## config.mk

```make
export PLATFORM = sky130hd
export DESIGN_NAME = periph_gpio_top
export DESIGN_NICKNAME = d
export VERILOG_FILES = /design/src/periph_gpio_pkg.sv /design/src/periph_ahb_bridge.sv /design/src/periph_gpio_regs.sv /design/src/periph_gpio_pins.sv /design/src/periph_gpio_top.sv
export VERILOG_INCLUDE_DIRS = /design/src
export SDC_FILE = /design/constraint.sdc
export NUM_CORES = 1
export LEC_CHECK = 0
export ABC_AREA = 1
export BUFFER_PORTS_ARGS = -buffer_cell sky130_fd_sc_hd__buf_2
export CELL_PAD_IN_SITES_DETAIL_PLACEMENT = 1
export CELL_PAD_IN_SITES_GLOBAL_PLACEMENT = 2
export CORE_ASPECT_RATIO = 2
export CORE_MARGIN = 8
export CORE_UTILIZATION = 33
export CTS_CLUSTER_DIAMETER = 30
export DETAILED_ROUTE_END_ITERATION = 8
export PLACE_DENSITY_LB_ADDON = 0.1
export SLEW_MARGIN = 20
export SYNTH_ARGS = -nofsm -noshare
export SYNTH_HDL_FRONTEND = slang
export SYNTH_HIERARCHICAL = 1
export SYNTH_SLANG_ARGS = --single-unit
```

## constraint.sdc

```tcl
create_clock -name clk_in -period 3.3 [get_ports clk_in]
set_input_delay 0.825 -clock clk_in [delete_from_list [all_inputs] [get_ports clk_in]]
set_output_delay 0.825 -clock clk_in [all_outputs]
set_load 0.005 [all_outputs]
```

## src/periph_gpio_defines.svh

```systemverilog
// Shared widths, GPIO register offsets and synchronizer depth, included by the GPIO RTL files
`ifndef PERIPH_GPIO_DEFINES_SVH
`define PERIPH_GPIO_DEFINES_SVH

// Peripheral byte address width seen on the strobe bus
// Covers the whole GPIO register window
`define PERIPH_ADDR_W 8

// Number of GPIO pins
`define GPIO_W 16

// Word offsets of the GPIO registers
// Output data, read and write
`define GPIO_OFS_DATA_OUT 8'h00
// Direction, 1 drives the pin
`define GPIO_OFS_DIR 8'h04
// Synchronized pin inputs, read only
`define GPIO_OFS_DATA_IN 8'h08
// Set and clear masks, write only
`define GPIO_OFS_SET_CLR 8'h0C

// Flop depth of the pin input synchronizer
// Two stages give the usual metastability margin
`define GPIO_SYNC_STAGES 2

`endif

```

## src/periph_gpio_pkg.sv

```systemverilog
// Types for the AHB GPIO peripheral, imported by the bridge, the register file and the testbench
package periph_gpio_pkg;

   // AHB transfer sizes used on a 32-bit port
   // Larger encodings never reach this slave
   typedef enum logic [2:0] {
      HSIZE_BYTE = 3'b000,
      HSIZE_HALF = 3'b001,
      HSIZE_WORD = 3'b010
   } hsize_e;

   // Set/clear word split into its two masks
   // Upper half clears pins, lower half sets them
   typedef struct packed {
      logic [15:0] clr;
      logic [15:0] set;
   } gpio_set_clr_s;

   // The same bus word seen raw or as the two masks
   typedef union packed {
      logic [31:0]   raw;
      gpio_set_clr_s mask;
   } gpio_set_clr_u;

endpackage

```

## src/periph_ahb_bridge.sv

```systemverilog
// AHB-Lite to strobe bus bridge: registers the address phase into bus_en, bus_addr and bus_bytesel
`include "periph_gpio_defines.svh"

module periph_ahb_bridge
   import periph_gpio_pkg::*;
(
   input  logic                      clk_in,
   input  logic                      rst_n,
   // AHB-Lite address phase
   input  logic [31:0]               haddr,
   input  logic                      hwrite,
   input  hsize_e                    hsize,
   input  logic [1:0]                htrans,
   input  logic                      hsel,
   input  logic                      hreadyin,
   // AHB-Lite data phase
   input  logic [31:0]               hwdata,
   // Strobe bus towards the register file
   output logic                      bus_en,
   output logic [`PERIPH_ADDR_W-1:0] bus_addr,
   output logic [3:0]                bus_bytesel,
   output logic [31:0]               bus_wdata
);

   // Byte lanes of the current address phase
   logic [3:0] lanes;
   // NONSEQ or SEQ to this slave
   logic       active;
   // Active transfer that writes
   logic       active_wr;

   // htrans bit 1 separates NONSEQ/SEQ from IDLE/BUSY
   assign active    = hsel & htrans[1];
   assign active_wr = active & hwrite;

   // Lane decode from size and low address bits
   always_comb begin
      lanes = 4'b0000;
      case (hsize)
         HSIZE_WORD: begin
            lanes = 4'b1111;
         end
         HSIZE_HALF: begin
            // Bit 1 picks the low or high halfword
            if (haddr[1]) begin
               lanes = 4'b1100;
            end else begin
               lanes = 4'b0011;
            end
         end
         HSIZE_BYTE: begin
            // One-hot lane from the byte offset
            lanes = 4'b0001 << haddr[1:0];
         end
         default: begin
            // Sizes above a word are not supported
            lanes = 4'b0000;
         end
      endcase
   end

   // Address phase capture
   // Only when hreadyin is high, so the data phase of a stalled
   // transfer keeps its strobes
   always_ff @(posedge clk_in or negedge rst_n) begin
      if (!rst_n) begin
         bus_en      <= 1'b0;
         bus_addr    <= '0;
         bus_bytesel <= 4'b0000;
      end else if (hreadyin) begin
         bus_en      <= active;
         // Idle cycles leave a zero address behind
         bus_addr    <= haddr[`PERIPH_ADDR_W-1:0] & {`PERIPH_ADDR_W{active}};
         // Reads carry no lanes, the register file uses that to tell them apart
         bus_bytesel <= lanes & {4{active_wr}};
      end
   end

   // Write data already belongs to the data phase
   assign bus_wdata = hwdata;

endmodule

```

## src/periph_gpio_regs.sv

```systemverilog
// GPIO register file for the strobe bus, instantiated by the top level between bridge and pins
`include "periph_gpio_defines.svh"

module periph_gpio_regs
   import periph_gpio_pkg::*;
(
   input  logic                      clk_in,
   input  logic                      rst_n,
   // Strobe bus from the bridge
   input  logic                      bus_en,
   input  logic [`PERIPH_ADDR_W-1:0] bus_addr,
   input  logic [3:0]                bus_bytesel,
   input  logic [31:0]               bus_wdata,
   // Synchronized pins from the pin stage
   input  logic [`GPIO_W-1:0]        pin_sync,
   // Read return to the bridge side
   output logic [31:0]               bus_rdata,
   output logic                      bus_ready,
   // Register values to the pin stage
   output logic [`GPIO_W-1:0]        out_data,
   output logic [`GPIO_W-1:0]        out_dir
);

   // Offset with the byte bits cleared
   logic [`PERIPH_ADDR_W-1:0] word_addr;
   // Register hits
   logic                      hit_data_out;
   logic                      hit_dir;
   logic                      hit_data_in;
   logic                      hit_set_clr;
   // Bytesel expanded to bit enables
   logic [31:0]               lane_mask;
   // Write data with disabled lanes zeroed
   logic [31:0]               wdata_masked;
   // Set/clear view of the masked write word
   gpio_set_clr_u             set_clr;
   // Write and read qualifiers
   logic                      wr_en;
   logic                      rd_first;
   // High in the second cycle of a read
   logic                      rd_wait;
   // Read mux output
   logic [31:0]               rdata_nxt;

   assign word_addr = {bus_addr[`PERIPH_ADDR_W-1:2], 2'b00};

   assign hit_data_out = (word_addr == `GPIO_OFS_DATA_OUT);
   assign hit_dir      = (word_addr == `GPIO_OFS_DIR);
   assign hit_data_in  = (word_addr == `GPIO_OFS_DATA_IN);
   assign hit_set_clr  = (word_addr == `GPIO_OFS_SET_CLR);

   assign lane_mask = {{8{bus_bytesel[3]}}, {8{bus_bytesel[2]}},
                       {8{bus_bytesel[1]}}, {8{bus_bytesel[0]}}};
   assign wdata_masked = bus_wdata & lane_mask;

   // Masks of disabled lanes come out as zero
   assign set_clr.raw = wdata_masked;

   // Bytesel is only nonzero for writes
   assign wr_en = bus_en & (|bus_bytesel);

   // First cycle of a read data phase
   assign rd_first = bus_en & ~(|bus_bytesel) & ~rd_wait;

   // Writes never stall and reads stall once
   assign bus_ready = ~rd_first;

   // Output data by lane or through set/clear
   always_ff @(posedge clk_in or negedge rst_n) begin
      if (!rst_n) begin
         out_data <= '0;
      end else if (wr_en && hit_data_out) begin
         out_data <= (out_data & ~lane_mask[`GPIO_W-1:0]) | wdata_masked[`GPIO_W-1:0];
      end else if (wr_en && hit_set_clr) begin
         // Set is applied last so it wins over clear
         out_data <= (out_data & ~set_clr.mask.clr) | set_clr.mask.set;
      end
   end

   // Direction register written by byte lane only
   always_ff @(posedge clk_in or negedge rst_n) begin
      if (!rst_n) begin
         out_dir <= '0;
      end else if (wr_en && hit_dir) begin
         out_dir <= (out_dir & ~lane_mask[`GPIO_W-1:0]) | wdata_masked[`GPIO_W-1:0];
      end
   end

   // Read mux with the upper bits left at zero
   always_comb begin
      rdata_nxt = 32'h0000_0000;
      if (hit_data_out) begin
         rdata_nxt[`GPIO_W-1:0] = out_data;
      end else if (hit_dir) begin
         rdata_nxt[`GPIO_W-1:0] = out_dir;
      end else if (hit_data_in) begin
         rdata_nxt[`GPIO_W-1:0] = pin_sync;
      end
      // SET_CLR and unmapped offsets read as zero
   end

   // Wait state flag
   always_ff @(posedge clk_in or negedge rst_n) begin
      if (!rst_n) begin
         rd_wait <= 1'b0;
      end else begin
         rd_wait <= rd_first;
      end
   end

   // Read data captured at the end of the wait cycle
   // and held until the next read
   always_ff @(posedge clk_in or negedge rst_n) begin
      if (!rst_n) begin
         bus_rdata <= 32'h0000_0000;
      end else if (rd_first) begin
         bus_rdata <= rdata_nxt;
      end
   end

endmodule

```

## src/periph_gpio_pins.sv

```systemverilog
// GPIO pin stage: registers pin drive and output enables and synchronizes the pin inputs
`include "periph_gpio_defines.svh"

module periph_gpio_pins (
   input  logic               clk_in,
   input  logic               rst_n,
   // Register values from the register file
   input  logic [`GPIO_W-1:0] out_data,
   input  logic [`GPIO_W-1:0] out_dir,
   // Raw pad inputs, asynchronous to clk_in
   input  logic [`GPIO_W-1:0] gpio_in,
   // Synchronized inputs back to the register file
   output logic [`GPIO_W-1:0] pin_sync,
   // Pad drive
   output logic [`GPIO_W-1:0] gpio_out,
   output logic [`GPIO_W-1:0] gpio_oe
);

   // Synchronizer chain, stage 0 samples the pads
   logic [`GPIO_W-1:0] sync_q [`GPIO_SYNC_STAGES];

   // Output flops
   // Pins that are inputs get a zero drive value
   always_ff @(posedge clk_in or negedge rst_n) begin
      if (!rst_n) begin
         gpio_oe  <= '0;
         gpio_out <= '0;
      end else begin
         gpio_oe  <= out_dir;
         gpio_out <= out_data & out_dir;
      end
   end

   // Input synchronizer
   always_ff @(posedge clk_in or negedge rst_n) begin
      if (!rst_n) begin
         for (int i = 0; i < `GPIO_SYNC_STAGES; i++) begin
            sync_q[i] <= '0;
         end
      end else begin
         sync_q[0] <= gpio_in;
         // Shift each stage one step down the chain
         for (int i = 1; i < `GPIO_SYNC_STAGES; i++) begin
            sync_q[i] <= sync_q[i-1];
         end
      end
   end

   // Last stage is the only safe one to use
   assign pin_sync = sync_q[`GPIO_SYNC_STAGES-1];

endmodule

```

## src/periph_gpio_top.sv

```systemverilog
// GPIO peripheral top level: AHB-Lite slave port and GPIO pads, instantiated by the SoC
`include "periph_gpio_defines.svh"

module periph_gpio_top
   import periph_gpio_pkg::*;
(
   input  logic               clk_in,
   input  logic               rst_n,
   // AHB-Lite slave port
   input  logic [31:0]        haddr,
   input  logic               hwrite,
   input  hsize_e             hsize,
   input  logic [1:0]         htrans,
   input  logic [31:0]        hwdata,
   input  logic               hsel,
   input  logic               hreadyin,
   output logic [31:0]        hrdata,
   output logic               hreadyout,
   // GPIO pads
   input  logic [`GPIO_W-1:0] gpio_in,
   output logic [`GPIO_W-1:0] gpio_out,
   output logic [`GPIO_W-1:0] gpio_oe
);

   // Strobe bus
   logic                      bus_en;
   logic [`PERIPH_ADDR_W-1:0] bus_addr;
   logic [3:0]                bus_bytesel;
   logic [31:0]               bus_wdata;
   // Register file to pin stage and back
   logic [`GPIO_W-1:0]        out_data;
   logic [`GPIO_W-1:0]        out_dir;
   logic [`GPIO_W-1:0]        pin_sync;

   periph_ahb_bridge u_bridge (
      .clk_in      (clk_in),
      .rst_n       (rst_n),
      .haddr       (haddr),
      .hwrite      (hwrite),
      .hsize       (hsize),
      .htrans      (htrans),
      .hsel        (hsel),
      .hreadyin    (hreadyin),
      .hwdata      (hwdata),
      .bus_en      (bus_en),
      .bus_addr    (bus_addr),
      .bus_bytesel (bus_bytesel),
      .bus_wdata   (bus_wdata)
   );

   // Read data and ready go straight back onto the AHB port
   periph_gpio_regs u_regs (
      .clk_in      (clk_in),
      .rst_n       (rst_n),
      .bus_en      (bus_en),
      .bus_addr    (bus_addr),
      .bus_bytesel (bus_bytesel),
      .bus_wdata   (bus_wdata),
      .pin_sync    (pin_sync),
      .bus_rdata   (hrdata),
      .bus_ready   (hreadyout),
      .out_data    (out_data),
      .out_dir     (out_dir)
   );

   periph_gpio_pins u_pins (
      .clk_in   (clk_in),
      .rst_n    (rst_n),
      .out_data (out_data),
      .out_dir  (out_dir),
      .gpio_in  (gpio_in),
      .pin_sync (pin_sync),
      .gpio_out (gpio_out),
      .gpio_oe  (gpio_oe)
   );

endmodule

```

==> flow_summary.json <==
{
  "status": "complete, no violations",
  "drt_iter0_markers": 111,
  "setup_viol_count_final": 0,
  "crit_required_ns": 2.47,
  "cts_root_buf": "clkbuf_16",
  "rows": 65,
  "startpoint_type": "flip-flop",
  "grt_overflow_total": 0,
  "nFillCells": 1876,
  "drv_slew": 0,
  "slew_headroom": 0.384,
  "final.setup.tns_ns": 0,
  "cts_tree": "done",
  "layout-drive-gt1-share": 0.262,
  "area_growth_pct": 18.3,
  "design_area_um2": 6220,
  "start_util": 0.335,
  "die_area_um2": 20500,
  "clk_path_buf_depth": 2,
  "finalNonFillerCells": 847,
  "critPathBufInv": 2,
  "arrival_ns": 1.64,
  "numCtsBuffers": 17,
  "ys_warn_count": 6,
  "ant_nets": 0,
  "wl_per_cell_um": 17.0,
  "irDropWorstVdd_v": 0.000302,
  "synthCells": 559,
  "grt_pass1_vias": 4403,
  "crit_type": "flip-flop to primary output",
  "fin_crit_ns": 2.47,
  "portBuffers": 113,
  "cts_resized": 0,
  "holdBufCountCts": 0,
  "post-route-period-util": 0.748,
  "clock_latency_ns": 0.42,
  "place_congestion": 0.747,
  "antenna_found_initial": 1,
  "syn_area_um2": 5260,
  "fin_util": 0.396,
  "combPwrFrac": 0.065,
  "grt_usage": 0.150,
  "die_y_um": 195,
  "p_int_mw": 2.87,
  "power.leakage_nw": 3.35,
  "clock_sinks": 124,
  "hold_viol": 0,
  "path_clk_slew_ns": 0.05,
  "dp_hpwl_um": 10600,
  "fmax_mhz": 405,
  "power_density_nw_per_um2": 603,
  "power.switching_uw": 883,
  "hold_path_class": "primary input to asynchronous set/reset pin",
  "r2r_slack_ns": 1.19,
  "syn_avg_cell_area_um2": 9.41,
  "dp_cells": 814,
  "worst_slew_pin_slew_ns": 0.924,
  "placed_area_um2": 5610,
  "ios": 155,
  "crit_fanout": 16,
  "avgViaCountPerCell": 4.44,
  "vias": 3763,
  "power.share.switching": 0.235,
  "slowest_delay_ns": 0.51,
  "crit_path_cell_trace": "nor2_2 -> nand3_2 -> buf_4 -> buf_2",
  "total_power_mw": 3.75,
  "nets": 722,
  "firstDrtPassIters": 4,
  "cp_slowest_cell": "dfrtp_1",
  "seqPwrFrac": 0.427,
  "finalClockSkew_ns": 0.00458,
  "routed_wl_um": 14400,
  "grt_pass1_wl_um": 23600,
  "cts_setup_buffers": 0,
  "worstSetupEndpointType": "primary output",
  "p_clk_frac": 0.508,
  "rsz0062_at_grt": "no",
  "htreeDepth": 4,
  "grt_start_max_net_pins": 73,
  "die_w_um": 105,
  "max-cap-violations": 0,
  "cp_top_family": "flip-flops",
  "drc": 0,
  "core_area_um2": 15700
}
## cells in the final DEF (no fill, tap or decap), types with 2 or more instances in the layout
cell type,n
inv_1,32
bufinv_16,3
nor2_2,4
nand4_1,11
clkbuf_16,17
clkinvlp_4,4
nand3_1,71
o21ai_2,2
nand2_1,200
nor3_4,2
dfrtp_1,124
o21ai_0,5
inv_6,3
buf_4,7
conb_1,16
nand2_2,5
a22o_1,6
clkinv_2,3
buf_2,112
nor2_1,9
nand3_2,2
## layer usage
| metal | track usage | wire length, µm |
|---|---|---|
| met1 | 0.145 | 5250 |
| met2 | 0.281 | 8130 |
| met3 | 0.0461 | 738 |
| met4 | 0.0618 | 291 |
| met5 | 0 | 0 |
## per-stage QoR
stage	hold slack (ns)	setup WS, ns
2_1_floorplan	0.331	1.44
3_3_place_gp	0.334	1.20
3_5_place_dp	0.336	1.19
4_1_cts	0.288	0.771
5_1_grt	0.303	0.717
6_report	0.300	0.831
## power by group through the flow
stage	combinational, mW	sequential [mW]	clock [mW]
final	0.244	1.60	1.91
after global routing	0.281	1.61	2.02
after CTS	0.255	1.60	1.95
after detailed placement	0.253	1.63	0
after global placement	0.248	1.63	0
after floorplan	0.156	1.63	0
## area by class of cell
cell class / count / area, µm² / share of cell area
Sequential cell: 124 / 3100 / 0.499
Timing Repair Buffer: 120 / 633 / 0.102
Clock buffer: 19 / 443 / 0.0712
Inverter: 34 / 129 / 0.0207
Multi-Input combinational cell: 335 / 1500 / 0.240
Antenna cell: 1 / 2.50 / 0.000402
Clock inverter: 13 / 165 / 0.0265
Tap cell: 201 / 251 / 0.0404
## worst reg2reg max path: cells and delay by family, from the launching register on
kind | cells | cell delay (ns)
AND/OR/NAND/NOR | 5 | 0.78
flip-flops | 1 | 0.38
AO/OA/AOI/OAI | 1 | 0.83
## worst paths after layout
check	startpoint	cells past startpoint	to
max	u_bridge/bus_bytesel[3]	4	hreadyout
min	rst_n	1	u_pins/sync_q[26]
max reg2reg	u_bridge/bus_addr[5]	6	u_regs/out_data[14]
min reg2reg	u_pins/sync_q[22]	0	u_pins/pin_sync[6]
max in group asynchronous	rst_n	2	u_pins/pin_sync[4]
min in group clk_in	u_pins/sync_q[22]	0	u_pins/pin_sync[6]
Note: power is estimated with default switching activity, not from simulation.
